**src/verilog/pipe_defines.svh**
```systemverilog
`ifndef PIPE_DEFINES_SVH
`define PIPE_DEFINES_SVH

// datapath widths
`define PIPE_PC_W 32
`define PIPE_REG_W 5

// boot address fetched first after reset
`define PIPE_RESET_PC 32'hBFC0_0000

// general exception entry
`define PIPE_EXC_VECTOR 32'hBFC0_0380

// cycles the pipeline stays frozen per mul/div
`define PIPE_MULDIV_CYC 4

// level of excFlush that means flush active
`define PIPE_FLUSH_ENABLE 1'b1

`endif

```
**src/verilog/pipePkg.sv**
```systemverilog
`default_nettype none

`include "pipe_defines.svh"

package pipePkg;

    typedef enum logic [1:0] {
        aluOp    = 2'd0,
        loadOp   = 2'd1,
        storeOp  = 2'd2,
        mulDivOp = 2'd3
    } instKind_t;

    typedef struct packed {
        instKind_t              kind;
        logic [`PIPE_REG_W-1:0] src1;
        logic [`PIPE_REG_W-1:0] src2;
        logic [`PIPE_REG_W-1:0] dest;    // r0 never produces a hazard
    } instFields_t;

    typedef struct packed {
        logic                  valid;
        logic [`PIPE_PC_W-1:0] pc;
        instFields_t           fields;
    } instToken_t;

    typedef struct packed {
        logic                  valid;    // cleared by flush
        logic [`PIPE_PC_W-1:0] pc;
    } pcToken_t;

    typedef struct packed {
        logic wr;
        logic flush;                     // wins over wr
        logic disWr;                     // kills side effects of the stage
    } stageCtrl_t;

    typedef struct packed {
        logic withExe;
        logic withMem;
        logic withMem2;
    } hazardReq_t;

endpackage

`default_nettype wire

```
**src/verilog/fetchPc.sv**
```systemverilog
`timescale 1ns/1ps
`default_nettype none

`include "pipe_defines.svh"

module fetchPc (
    input  logic                  clk,
    input  logic                  rstN,
    input  logic                  preIfWr,
    input  logic                  excFlush,
    input  logic                  mispredict,
    input  logic [`PIPE_PC_W-1:0] mispTarget,
    output logic [`PIPE_PC_W-1:0] pc
);

    logic [`PIPE_PC_W-1:0] pcNext;

    always_comb begin
        pcNext = pc;                                  // hold by default
        if (excFlush == `PIPE_FLUSH_ENABLE) begin
            pcNext = `PIPE_EXC_VECTOR;                // exception wins
        end else if (mispredict) begin
            pcNext = mispTarget;
        end else if (preIfWr) begin
            pcNext = pc + `PIPE_PC_W'(4);
        end
    end

    always_ff @(posedge clk or negedge rstN) begin
        if (!rstN) begin
            pc <= `PIPE_RESET_PC;
        end else begin
            pc <= pcNext;
        end
    end

endmodule

`default_nettype wire

```
**src/verilog/hazardDetect.sv**
```systemverilog
`timescale 1ns/1ps
`default_nettype none

module hazardDetect (
    input  pipePkg::instToken_t idTok,
    input  pipePkg::instToken_t exeTok,
    input  pipePkg::instToken_t memTok,
    input  pipePkg::instToken_t mem2Tok,
    output pipePkg::hazardReq_t hazard
);

    // load in a later stage whose result id still needs
    function automatic logic loadHit(
        input pipePkg::instToken_t prod,
        input pipePkg::instToken_t cons
    );
        logic isLoad;
        logic srcMatch;
        isLoad   = prod.valid
                && (prod.fields.kind == pipePkg::loadOp)
                && (prod.fields.dest != '0);          // r0 is never written
        srcMatch = (prod.fields.dest == cons.fields.src1)
                || (prod.fields.dest == cons.fields.src2);
        return isLoad && cons.valid && srcMatch;
    endfunction

    always_comb begin
        hazard.withExe  = loadHit(exeTok, idTok);
        hazard.withMem  = loadHit(memTok, idTok);
        hazard.withMem2 = loadHit(mem2Tok, idTok);
    end

endmodule

`default_nettype wire

```
**src/verilog/mulDivSeq.sv**
```systemverilog
`timescale 1ns/1ps
`default_nettype none

`include "pipe_defines.svh"

module mulDivSeq (
    input  logic                clk,
    input  logic                rstN,
    input  pipePkg::instToken_t exeTok,
    input  pipePkg::stageCtrl_t exeCtrl,
    output logic                busy
);

    localparam int CntW = (`PIPE_MULDIV_CYC > 1) ? $clog2(`PIPE_MULDIV_CYC) : 1;

    logic [CntW-1:0] cnt;
    logic            done;
    logic            start;

    assign start = exeTok.valid
                && (exeTok.fields.kind == pipePkg::mulDivOp)
                && !exeCtrl.disWr
                && !busy
                && !done;

    always_ff @(posedge clk or negedge rstN) begin
        if (!rstN) begin
            busy <= 1'b0;
            cnt  <= '0;
            done <= 1'b0;
        end else begin
            if (start) begin
                busy <= 1'b1;
                cnt  <= CntW'(`PIPE_MULDIV_CYC - 1);  // remaining busy cycles
            end else if (busy) begin
                if (cnt == '0) begin
                    busy <= 1'b0;
                end else begin
                    cnt <= cnt - 1'b1;
                end
            end
            if (exeCtrl.wr) begin
                done <= 1'b0;                // new exe token
            end else if (start) begin
                done <= 1'b1;                // token served so no rerun while held
            end
        end
    end

endmodule

`default_nettype wire

```
**src/verilog/pipeCtrl.sv**
```systemverilog
`timescale 1ns/1ps
`default_nettype none

`include "pipe_defines.svh"

module pipeCtrl (
    input  logic                excFlush,
    input  logic                iTlbStall,
    input  logic                dTlbStall,
    input  logic                iBusy,
    input  logic                dBusy,
    input  pipePkg::hazardReq_t hazard,
    input  logic                mispredict,
    input  logic                mulDivBusy,
    output logic                preIfWr,
    output pipePkg::stageCtrl_t ifCtrl,
    output pipePkg::stageCtrl_t idCtrl,
    output pipePkg::stageCtrl_t exeCtrl,
    output pipePkg::stageCtrl_t memCtrl,
    output pipePkg::stageCtrl_t mem2Ctrl,
    output pipePkg::stageCtrl_t wbCtrl,
    output logic                iReqValid,
    output logic                dReqValid,
    output logic                iCacheStall,
    output logic                dCacheStall
);

    logic anyBusy;
    logic excActive;
    logic anyHazard;

    assign anyBusy   = dBusy || dTlbStall || iBusy || iTlbStall || mulDivBusy;
    assign excActive = (excFlush == `PIPE_FLUSH_ENABLE);
    assign anyHazard = hazard.withExe || hazard.withMem || hazard.withMem2;

    function automatic pipePkg::stageCtrl_t ctl(input logic w, input logic f, input logic d);
        return '{wr: w, flush: f, disWr: d};
    endfunction

    // no fetch request while the front end is dropped or held
    assign iReqValid = !(excActive || anyHazard || mispredict);
    assign dReqValid = !excActive;

    // cache keeps its data until the core takes it
    assign dCacheStall = anyBusy;
    assign iCacheStall = anyBusy || (!excActive && anyHazard);

    always_comb begin
        if (anyBusy) begin                       // dcache/dtlb, icache/itlb, mul/div
            preIfWr  = 1'b0;
            ifCtrl   = ctl(1'b0, 1'b0, 1'b0);
            idCtrl   = ctl(1'b0, 1'b0, 1'b0);
            exeCtrl  = ctl(1'b0, 1'b0, 1'b1);
            memCtrl  = ctl(1'b0, 1'b0, 1'b1);
            mem2Ctrl = ctl(1'b0, 1'b0, 1'b0);
            wbCtrl   = ctl(1'b0, 1'b0, 1'b1);    // held wb token must not retire
        end else if (excActive) begin
            preIfWr  = 1'b1;
            ifCtrl   = ctl(1'b0, 1'b1, 1'b0);
            idCtrl   = ctl(1'b0, 1'b1, 1'b0);
            exeCtrl  = ctl(1'b0, 1'b1, 1'b1);
            memCtrl  = ctl(1'b0, 1'b1, 1'b1);
            mem2Ctrl = ctl(1'b1, 1'b0, 1'b0);    // older work drains
            wbCtrl   = ctl(1'b1, 1'b0, 1'b0);
        end else if (hazard.withMem2) begin
            preIfWr  = 1'b0;
            ifCtrl   = ctl(1'b0, 1'b0, 1'b0);
            idCtrl   = ctl(1'b0, 1'b0, 1'b0);
            exeCtrl  = ctl(1'b0, 1'b0, 1'b0);
            memCtrl  = ctl(1'b0, 1'b0, 1'b1);
            mem2Ctrl = ctl(1'b1, 1'b1, 1'b0);    // load moves to wb with a bubble behind
            wbCtrl   = ctl(1'b1, 1'b0, 1'b0);
        end else if (hazard.withMem) begin
            preIfWr  = 1'b0;
            ifCtrl   = ctl(1'b0, 1'b0, 1'b0);
            idCtrl   = ctl(1'b0, 1'b0, 1'b0);
            exeCtrl  = ctl(1'b0, 1'b0, 1'b1);
            memCtrl  = ctl(1'b1, 1'b1, 1'b0);
            mem2Ctrl = ctl(1'b1, 1'b0, 1'b0);
            wbCtrl   = ctl(1'b1, 1'b0, 1'b0);
        end else if (hazard.withExe) begin
            preIfWr  = 1'b0;
            ifCtrl   = ctl(1'b0, 1'b0, 1'b0);
            idCtrl   = ctl(1'b0, 1'b0, 1'b0);
            exeCtrl  = ctl(1'b1, 1'b1, 1'b0);
            memCtrl  = ctl(1'b1, 1'b0, 1'b0);
            mem2Ctrl = ctl(1'b1, 1'b0, 1'b0);
            wbCtrl   = ctl(1'b1, 1'b0, 1'b0);
        end else if (mispredict) begin
            preIfWr  = 1'b1;
            ifCtrl   = ctl(1'b0, 1'b1, 1'b0);    // wrong-path fetches
            idCtrl   = ctl(1'b0, 1'b1, 1'b0);
            exeCtrl  = ctl(1'b1, 1'b0, 1'b0);    // delay slot stays
            memCtrl  = ctl(1'b1, 1'b0, 1'b0);
            mem2Ctrl = ctl(1'b1, 1'b0, 1'b0);
            wbCtrl   = ctl(1'b1, 1'b0, 1'b0);
        end else begin
            preIfWr  = 1'b1;
            ifCtrl   = ctl(1'b1, 1'b0, 1'b0);
            idCtrl   = ctl(1'b1, 1'b0, 1'b0);
            exeCtrl  = ctl(1'b1, 1'b0, 1'b0);
            memCtrl  = ctl(1'b1, 1'b0, 1'b0);
            mem2Ctrl = ctl(1'b1, 1'b0, 1'b0);
            wbCtrl   = ctl(1'b1, 1'b0, 1'b0);
        end
    end

endmodule

`default_nettype wire

```
**src/verilog/pipeTop.sv**
```systemverilog
`timescale 1ns/1ps
`default_nettype none

`include "pipe_defines.svh"

module pipeTop (
    input  logic                   clk,
    input  logic                   rstN,
    input  pipePkg::instFields_t   fetchInst,
    input  logic                   excFlush,
    input  logic                   mispredict,
    input  logic [`PIPE_PC_W-1:0]  mispTarget,
    input  logic                   iBusy,
    input  logic                   dBusy,
    input  logic                   iTlbStall,
    input  logic                   dTlbStall,
    output logic                   wbRetire,
    output logic [`PIPE_PC_W-1:0]  wbPc,
    output logic [`PIPE_REG_W-1:0] wbDest,
    output logic                   iReqValid,
    output logic                   dReqValid,
    output logic                   iCacheStall,
    output logic                   dCacheStall
);

    pipePkg::stageCtrl_t   ifCtrl;
    pipePkg::stageCtrl_t   idCtrl;
    pipePkg::stageCtrl_t   exeCtrl;
    pipePkg::stageCtrl_t   memCtrl;
    pipePkg::stageCtrl_t   mem2Ctrl;
    pipePkg::stageCtrl_t   wbCtrl;
    pipePkg::hazardReq_t   hazard;
    pipePkg::pcToken_t     ifNext;
    pipePkg::pcToken_t     ifTok;
    pipePkg::instToken_t   idNext;
    pipePkg::instToken_t   idTok;
    pipePkg::instToken_t   exeTok;
    pipePkg::instToken_t   memTok;
    pipePkg::instToken_t   mem2Tok;
    pipePkg::instToken_t   wbTok;
    logic [`PIPE_PC_W-1:0] preIfPc;
    logic                  preIfWr;
    logic                  mulDivBusy;
    logic                  dReqCtrl;
    logic                  memIsLdSt;

    pipeCtrl ctrl (
        .excFlush, .iTlbStall, .dTlbStall, .iBusy, .dBusy, .hazard, .mispredict,
        .mulDivBusy, .preIfWr, .ifCtrl, .idCtrl, .exeCtrl, .memCtrl, .mem2Ctrl, .wbCtrl,
        .iReqValid, .dReqValid(dReqCtrl), .iCacheStall, .dCacheStall
    );

    fetchPc pcGen (
        .clk, .rstN, .preIfWr, .excFlush, .mispredict, .mispTarget, .pc(preIfPc)
    );

    assign ifNext = '{valid: 1'b1, pc: preIfPc};
    assign idNext = '{valid: ifTok.valid, pc: ifTok.pc, fields: fetchInst};  // inst arrives in if

    stageReg #(.tokenT(pipePkg::pcToken_t)) ifReg (
        .clk, .rstN, .ctrl(ifCtrl), .d(ifNext), .q(ifTok)
    );
    stageReg #(.tokenT(pipePkg::instToken_t)) idReg (
        .clk, .rstN, .ctrl(idCtrl), .d(idNext), .q(idTok)
    );
    stageReg #(.tokenT(pipePkg::instToken_t)) exeReg (
        .clk, .rstN, .ctrl(exeCtrl), .d(idTok), .q(exeTok)
    );
    stageReg #(.tokenT(pipePkg::instToken_t)) memReg (
        .clk, .rstN, .ctrl(memCtrl), .d(exeTok), .q(memTok)
    );
    stageReg #(.tokenT(pipePkg::instToken_t)) mem2Reg (
        .clk, .rstN, .ctrl(mem2Ctrl), .d(memTok), .q(mem2Tok)
    );
    stageReg #(.tokenT(pipePkg::instToken_t)) wbReg (
        .clk, .rstN, .ctrl(wbCtrl), .d(mem2Tok), .q(wbTok)
    );

    hazardDetect hazDet (
        .idTok, .exeTok, .memTok, .mem2Tok, .hazard
    );

    mulDivSeq mulDiv (
        .clk, .rstN, .exeTok, .exeCtrl, .busy(mulDivBusy)
    );

    assign memIsLdSt = (memTok.fields.kind == pipePkg::loadOp)
                    || (memTok.fields.kind == pipePkg::storeOp);
    assign dReqValid = dReqCtrl && memTok.valid && memIsLdSt && !memCtrl.disWr;

    assign wbRetire = wbTok.valid && !wbCtrl.disWr;    // frozen wb token retires once
    assign wbPc     = wbTok.pc;
    assign wbDest   = wbTok.fields.dest;

endmodule

`default_nettype wire

```
**src/verilog/stageReg.sv**
```systemverilog
`timescale 1ns/1ps
`default_nettype none

module stageReg #(
    parameter type tokenT = pipePkg::instToken_t
) (
    input  logic                clk,
    input  logic                rstN,
    input  pipePkg::stageCtrl_t ctrl,
    input  tokenT               d,
    output tokenT               q
);

    // an all-zero token is an empty slot
    always_ff @(posedge clk or negedge rstN) begin
        if (!rstN) begin
            q <= '0;
        end else if (ctrl.flush) begin
            q <= '0;                 // bubble
        end else if (ctrl.wr) begin
            q <= d;
        end
    end

endmodule

`default_nettype wire
```
**config.mk**
```make
export PLATFORM = sky130hd
export DESIGN_NAME = pipeTop
export DESIGN_NICKNAME = d
export VERILOG_FILES = /design/src/verilog/pipePkg.sv /design/src/verilog/fetchPc.sv /design/src/verilog/hazardDetect.sv /design/src/verilog/mulDivSeq.sv /design/src/verilog/pipeCtrl.sv /design/src/verilog/pipeTop.sv /design/src/verilog/stageReg.sv
export VERILOG_INCLUDE_DIRS = /design/src /design/src/verilog
export SDC_FILE = /design/constraint.sdc
export NUM_CORES = 1
export LEC_CHECK = 0
export BUFFER_PORTS_ARGS = -buffer_cell sky130_fd_sc_hd__buf_2
export CAP_MARGIN = 20
export CORE_UTILIZATION = 59
export CTS_CLUSTER_DIAMETER = 60
export CTS_CLUSTER_SIZE = 8
export DETAILED_ROUTE_END_ITERATION = 8
export HOLD_SLACK_MARGIN = 0.03
export PLACE_DENSITY = 0.78
export SETUP_SLACK_MARGIN = 0.02
export SYNTH_ARGS = -nofsm -noshare
export SYNTH_HDL_FRONTEND = slang
export SYNTH_SLANG_ARGS = --single-unit
export TNS_END_PERCENT = 100
```
**constraint.sdc**
```tcl
create_clock -name clk -period 5.96 [get_ports clk]
set_input_delay 1.192 -clock clk [delete_from_list [all_inputs] [get_ports clk]]
set_output_delay 1.192 -clock clk [all_outputs]
set_load 0.005 [all_outputs]
```
# Word-level counts from Yosys, hierarchy flattened
# Cells that the tools add are included.
[word_totals] ff_bits=307 out_inout_bits=42 word_cells=148 input_bits=57
[op_classes] n_eq_ne=12 add_sub_neg=2 n_mux=47 n_reduce_logical=54
[ops] cell="$mux 50" n=10
[ops] cell="$mux 32" n=3
[ops] cell="$mux 33" n=2
[ops] cell="$mux 3" n=16
[ops] cell="$add 32x3->32 const B" n=1
[ops] cell="$eq 5x5->1" n=6
[ops] cell="$logic_and 1x1->1" n=21
[ops] cell="$reduce_bool 5->1" n=3
[ops] cell="$reduce_bool 2->1" n=7
[ops] cell="$logic_or 1x1->1" n=13
[ops] cell="$mux 2" n=6
[ops] cell="$mux 1" n=10
[ops] cell="$logic_not 1->1" n=7
[ops] cell="$eq 2x1->1 const B" n=3
[ops] cell="$eq 2x2->1 const B" n=2
[ops] cell="$reduce_bool 3->1" n=1
[ops] cell="$logic_not 2->1" n=1
[ops] cell="$ne 2x1->1 const B" n=1
[ops] cell="$reduce_and 2->1" n=1
[ops] cell="$sub 2x1->2 const B" n=1

# Logic depth before layout (Yosys ltp)
[logic_depth] depth_word=16 mapped_depth=10 mapped_depth_nobuf=7

# Modules after synthesis
# A second synthesis with hierarchy kept.
[unflattened] hier_cells=1264 area_unflattened_um2=14552.7
[modules_own_cells] mod="stageReg at exeReg ..." cells_per_inst=162 n_inst=5 seq_area_each_um2=1251.2 area_per_inst_um2=2049.5
[modules_own_cells] mod="fetchPc" cells_per_inst=236 n_inst=1 seq_area_each_um2=812.0 area_per_inst_um2=2053.2
[modules_own_cells] mod="stageReg at ifReg" cells_per_inst=107 n_inst=1 seq_area_each_um2=825.8 area_per_inst_um2=1367.6
[modules_own_cells] mod="hazardDetect" cells_per_inst=54 n_inst=1 seq_area_each_um2=0.0 area_per_inst_um2=420.4
[modules_own_cells] mod="pipeCtrl" cells_per_inst=33 n_inst=1 seq_area_each_um2=0.0 area_per_inst_um2=241.5
[modules_own_cells] mod="mulDivSeq" cells_per_inst=19 n_inst=1 seq_area_each_um2=100.1 area_per_inst_um2=190.2
[modules_own_cells] mod="pipeTop" cells_per_inst=5 n_inst=1 seq_area_each_um2=0.0 area_per_inst_um2=32.5

# Worst setup path after synthesis
# OpenSTA, ideal clock, no wires.
[synth_timing] path_type="input to output" from="in dTlbStall" to="out dReqValid" arrival_time_ns=2.503 path_buffers=1 stages=7 required_ns=4.768 slack_ns=2.265 cell_sequence="nor3_1 -> and2_1 -> inv_2 -> nor2_1 -> o21ai_1 -> clkbuf_1 -> nor3b_1"
[synth_via] elab_chain_len=7
[synth_lines] element="start: declaration" line="pipeTop.sv:16" source="input logic dTlbStall,"
[synth_lines] element="$logic_or 1x1->1 (4 in series)" line="pipeCtrl.sv:32" source="assign anyBusy = dBusy || dTlbStall || iBusy || iTlbStall || mulDivBusy;"
[synth_lines] element="$mux 3" line="pipeCtrl.sv:49" source="if (anyBusy) begin"
[synth_lines] element="$logic_not 1->1" line="pipeTop.sv:89" source="assign dReqValid = dReqCtrl && memTok.valid && memIsLdSt && !memCtrl.disWr;"
[synth_lines] element="$logic_and 1x1->1" line="pipeTop.sv:89"
[synth_lines] element="end: declaration" line="pipeTop.sv:21" source="output logic dReqValid,"
# Every way passes these cells.

# Worst setup path in the final report
[layout_timing] from="reg exeReg.q[4] (netlist bit)" to="out iCacheStall"
[layout_via] elab_chain_len=8 elab_cells_between_ends=11 cone_classes="eq/ne: 2; reduce/logical: 9"
[layout_lines] element="start: declaration" line="stageReg.sv:11" source="output tokenT q"
[layout_lines] element="start signal: assignment" line="stageReg.sv:17" source="q <= '0;"
[layout_lines] element="start signal: assignment" line="stageReg.sv:19" source="q <= '0;"
[layout_lines] element="start signal: assignment" line="stageReg.sv:21" source="q <= d;"
[layout_lines] element="$reduce_bool 5->1" line="hazardDetect.sv:21" source="&& (prod.fields.dest != '0);"
[layout_lines] element="$logic_and 1x1->1" line="hazardDetect.sv:21"
[layout_lines] element="$logic_and 1x1->1" line="hazardDetect.sv:24" source="return isLoad && cons.valid && srcMatch;"
[layout_lines] element="$logic_and 1x1->1 (*)" line="hazardDetect.sv:24"
[layout_lines] element="$logic_or 1x1->1 (*) (2 in series)" line="pipeCtrl.sv:34" source="assign anyHazard = hazard.withExe || hazard.withMem || hazard.withMem2;"
[layout_lines] element="$logic_and 1x1->1 (*)" line="pipeCtrl.sv:46" source="assign iCacheStall = anyBusy || (!excActive && anyHazard);"
[layout_lines] element="$logic_or 1x1->1 (*)" line="pipeCtrl.sv:46"
[layout_lines] element="end: declaration" line="pipeTop.sv:22" source="output logic iCacheStall,"
# Every way passes the cells marked *; elsewhere a longest branch is shown, timed or not.

==> results_dict.tcl <==
set metrics [dict create \
    fp.coreArea_um2 21290 \
    leakage_nw 7.319 \
    critical_path.cell_chain "xnor2_1, nand3_1, o22ai_2, buf_4, a222oi_1, buf_4, o21ai_4, buf_4, buf_2" \
    antenna-diode-count 0 \
    finalCoreUtilization_pct 67.64 \
    postCtsResizedCells 0 \
    floorplan.initialDensity_pct 60.99 \
    tritoncts "done" \
    max_freq_mhz 216.0 \
    design.portCount 99 \
    placedInstanceArea_um2 13290 \
    r2r_setup_slack_ns 2.83 \
    number_of_global_route_vias_before_repair 9377 \
    synth_enable_flop_cells 0 \
    critPathArrivalTime_ns 3.44 \
    nature_of_the_critical_path_startpoint "flop" \
    crit_path_frequent_cell "sky130_fd_sc_hd__buf_4" \
    finClkSkew_ns 0.01664 \
    grt_first_pass_wirelength_mm 49.47 \
    fin_setup_tns_ns 0 \
    grt_overflow 0 \
    timing.final.crit_share_pct 77.67 \
    status "finished clean" \
    clock_tree.root_cell "sky130_fd_sc_hd__clkbuf_16" \
    slowest_delay_ns 0.68 \
    clock_latency_ns 0.52 \
    fin_nets 1405 \
    end_kind "primary output" \
    ys_warn_count 0 \
    routed_wire_length_per_instance_um 18.13 \
    timing.slew.headroom_pct 31.76 \
    comb_power_share_pct 7.4 \
    period_minus_slack_ns 4.629 \
    cp.depth 9 \
    critical_path_s_top_delay_family "buffers and inverters" \
    synth_flop_cell "sky130_fd_sc_hd__dfrtp_1" \
    worst_hold_startpoint "mem2Reg.q[21]" \
    syn-num-nets 1383 \
    area_delta_synth_final_pct 10.90 \
    wl_mm 29.64 \
    number_of_clock_buffers_inserted_by_tritoncts 40 \
    flops_latches_synth 277 \
    power.share.sequential_pct 46.7 \
    routed_via_density 6.051 \
    hold_path_sink "wbReg.q[21]" \
    finished_cell_area_um2 14400 \
    worst_hold_path_type "flop to flop" \
    chipWidth_um 150.3 \
    global_route_usage_over_all_layers_pct 27.60 \
    hold_buffers 0 \
    violation_count_after_the_first_detailed_routing_iteration 788 \
    clkSlewWorstSetupHoldPaths_ns 0.05 \
    worst-r2r-cell-count 7 \
    antenna_left 0 \
    critical_path.reg2reg.endpoint "idReg.q[40]" \
    remaining_drc_errors 0 \
    cpMaxStageDelayCell "sky130_fd_sc_hd__buf_4" \
    netlist_instances 1323 \
    p_per_area_nw_per_um2 302.5 \
    min_path_cells 2 \
    layout.cells.most_common "sky130_fd_sc_hd__nand2_1" \
    gpl.final_weighted_congestion 0.9055 \
    crit_buf_inv 4 \
    grt_start_max_net_pins 137 \
    yosys.cell_types.count 61 \
    report.final.hold_viol_count 0 \
    fp-row-count 53 \
    cts.sink_count 277 \
    htree_num_levels 2 \
    tightestPinTransition_ns 1.024 \
    place_hpwl_mm 18.20 \
    final_cell_mix "sky130_fd_sc_hd__nand2_1, sky130_fd_sc_hd__dfrtp_1, sky130_fd_sc_hd__buf_2" \
    final_layout_size_suffix_gt1_share_pct 13.90 \
    dieArea_um2 22600 \
    die_h_um 150.3 \
    report.final.setup_viol 0 \
    net_sw_power_w 0.001045 \
    timing.rr.start "mulDiv.busy" \
    critical_path.max_fanout 84 \
    synth_sequential_area_ratio_pct 53.48 \
    cellInternalPower_w 0.003310 \
    crit_required_ns 4.77 \
    synthArstFlopShare_pct 100.0 \
    swShare_pct 24.00 \
    mappedNetlistArea_um2 12980 \
    initial_antenna_violation_count 0 \
    timing_worst_setup_path_type "flop to primary output" \
    rsz0062_at_grt "no" \
    timing_max_transition_violations_final 0 \
    maximum_ir_drop_on_the_vdd_rail_mv 0.1825 \
    vias 9893 \
    cts.repair_timing.setup_buffer_count 0 \
    cap_viol_max_count 0 \
    post_synth.cell_area_avg_um2 9.813 \
    p_clk_share_pct 45.9 \
    max-clock-path-buffers 3 \
    port-buffer-count 98 \
    drt_first_pass_iters 4 \
]
[metrics by stage]
stage	instances	total power (W)	hold slack, ns	setup WS (ns)
3_3_place_gp	1578	0.002370	0.4495	1.759
4_1_cts	1635	0.004392	0.4631	1.354
5_1_grt	1635	0.004515	0.4879	1.081
3_5_place_dp	1578	0.002381	0.4489	1.741
2_1_floorplan	1323	0.002244	0.4375	2.265
6_report	1635	0.004355	0.4567	1.331
[final cells by class]
class                      instances  area (um^2)
multi-input combinational        891         5274
clock inverter                     3        48.80
tap                              275        344.1
clock buffer                      54         1064
fill                            1629         6889
sequential                       277         6943
inverter                          18        68.82
timing repair buffer             117        655.6
[power groups by stage]
stage / Clock (W) / Combinational, W / Sequential [W]
after floorplan: 0 / 0.000216 / 0.00203
after global placement: 0 / 0.000314 / 0.00206
after detailed placement: 0 / 0.000321 / 0.00206
after CTS: 0.00204 / 0.000325 / 0.00203
after global routing: 0.00212 / 0.000360 / 0.00204
final: 0.00200 / 0.000324 / 0.00203
[metal layers]
metal / wire, um / global-route usage (%) / part of all wire, %
met3: 1995 / 5.061 / 6.7
met5: 0 / 0 / 0
met1: 13910 / 41.70 / 47
met2: 13180 / 40.23 / 44
met4: 552 / 8.788 / 1.9
[worst max path at each step]
| stage | startpoint | end | slack, ns |
|---|---|---|---|
| floorplan | dTlbStall | dReqValid | 2.27 |
| global placement | dTlbStall | dCacheStall | 1.76 |
| detailed placement | dTlbStall | dCacheStall | 1.74 |
| finish | exeReg.q[4] | iCacheStall | 1.33 |
| global route | exeReg.q[4] | iCacheStall | 1.08 |
| CTS | idReg.q[12] | iCacheStall | 1.35 |
[Yosys cell counts (3+ instances only)]
| cell type | count | area [um^2] |
|---|---|---|
| sky130_fd_sc_hd__nand2_1 | 305 | 1145 |
| sky130_fd_sc_hd__dfrtp_1 | 268 | 6706 |
| sky130_fd_sc_hd__a21oi_1 | 89 | 445.4 |
| sky130_fd_sc_hd__a22o_1 | 83 | 727.0 |
| sky130_fd_sc_hd__mux2i_1 | 82 | 820.8 |
| sky130_fd_sc_hd__nor2_1 | 70 | 262.8 |
| sky130_fd_sc_hd__clkbuf_1 | 66 | 247.7 |
| sky130_fd_sc_hd__o21ai_0 | 44 | 220.2 |
| sky130_fd_sc_hd__buf_4 | 42 | 315.3 |
| sky130_fd_sc_hd__xnor2_1 | 31 | 271.5 |
| sky130_fd_sc_hd__nand3_1 | 22 | 110.1 |
| sky130_fd_sc_hd__nor3_1 | 20 | 100.1 |
| sky130_fd_sc_hd__nand4_1 | 16 | 100.1 |
| sky130_fd_sc_hd__buf_2 | 15 | 75.07 |
| sky130_fd_sc_hd__inv_1 | 15 | 56.30 |
| sky130_fd_sc_hd__nor4_1 | 11 | 68.82 |
| sky130_fd_sc_hd__and3_1 | 9 | 56.30 |
| sky130_fd_sc_hd__dfstp_2 | 9 | 236.5 |
| sky130_fd_sc_hd__a311oi_1 | 7 | 61.31 |
| sky130_fd_sc_hd__buf_1 | 7 | 26.28 |
| sky130_fd_sc_hd__buf_6 | 7 | 78.83 |
| sky130_fd_sc_hd__o22ai_1 | 7 | 43.79 |
| sky130_fd_sc_hd__and4_1 | 6 | 52.55 |
| sky130_fd_sc_hd__o211ai_1 | 6 | 45.04 |
| sky130_fd_sc_hd__or3_1 | 6 | 37.54 |
| sky130_fd_sc_hd__a311o_1 | 5 | 50.05 |
| sky130_fd_sc_hd__or4_1 | 5 | 37.54 |
| sky130_fd_sc_hd__a31oi_1 | 4 | 25.02 |
| sky130_fd_sc_hd__a41oi_1 | 4 | 35.03 |
| sky130_fd_sc_hd__o311a_1 | 4 | 40.04 |
| sky130_fd_sc_hd__a211oi_1 | 3 | 22.52 |
| sky130_fd_sc_hd__a31o_2 | 3 | 26.28 |
| sky130_fd_sc_hd__a32oi_1 | 3 | 26.28 |
| sky130_fd_sc_hd__and2_1 | 3 | 18.77 |
| sky130_fd_sc_hd__ha_1 | 3 | 37.54 |
| sky130_fd_sc_hd__nand4b_1 | 3 | 26.28 |
| sky130_fd_sc_hd__o2111a_1 | 3 | 33.78 |
| sky130_fd_sc_hd__o221ai_1 | 3 | 26.28 |
[worst min-delay path, delay by kind of cell, from the launching register on]
| family | cells | cell delay [ns] |
|---|---|---|
| flops | 1 | 0.34 |
| simple gates | 2 | 0.10 |
[registers in the layout, indices dropped and copies added (netlist names)]
name         cells
mulDiv.busy      1
wbReg.q         38
pcGen.pc        32
memReg.q        40
mem2Reg.q       40
mulDiv.cnt       2
mulDiv.done      1
idReg.q         50
exeReg.q        40
ifReg.q         33
[kinds of logic after synthesis]
group	after synthesis	synth area share (%)
AND/OR/NAND/NOR	485	16.06
AO/OA/AOI/OAI	290	15.52
flip-flops	277	53.48
buffers and inverters	155	6.245
multiplexers	82	6.322
XOR/XNOR	31	2.091
adder cells (fa/ha/maj)	3	0.2892
(Power assumes the default switching activity.)
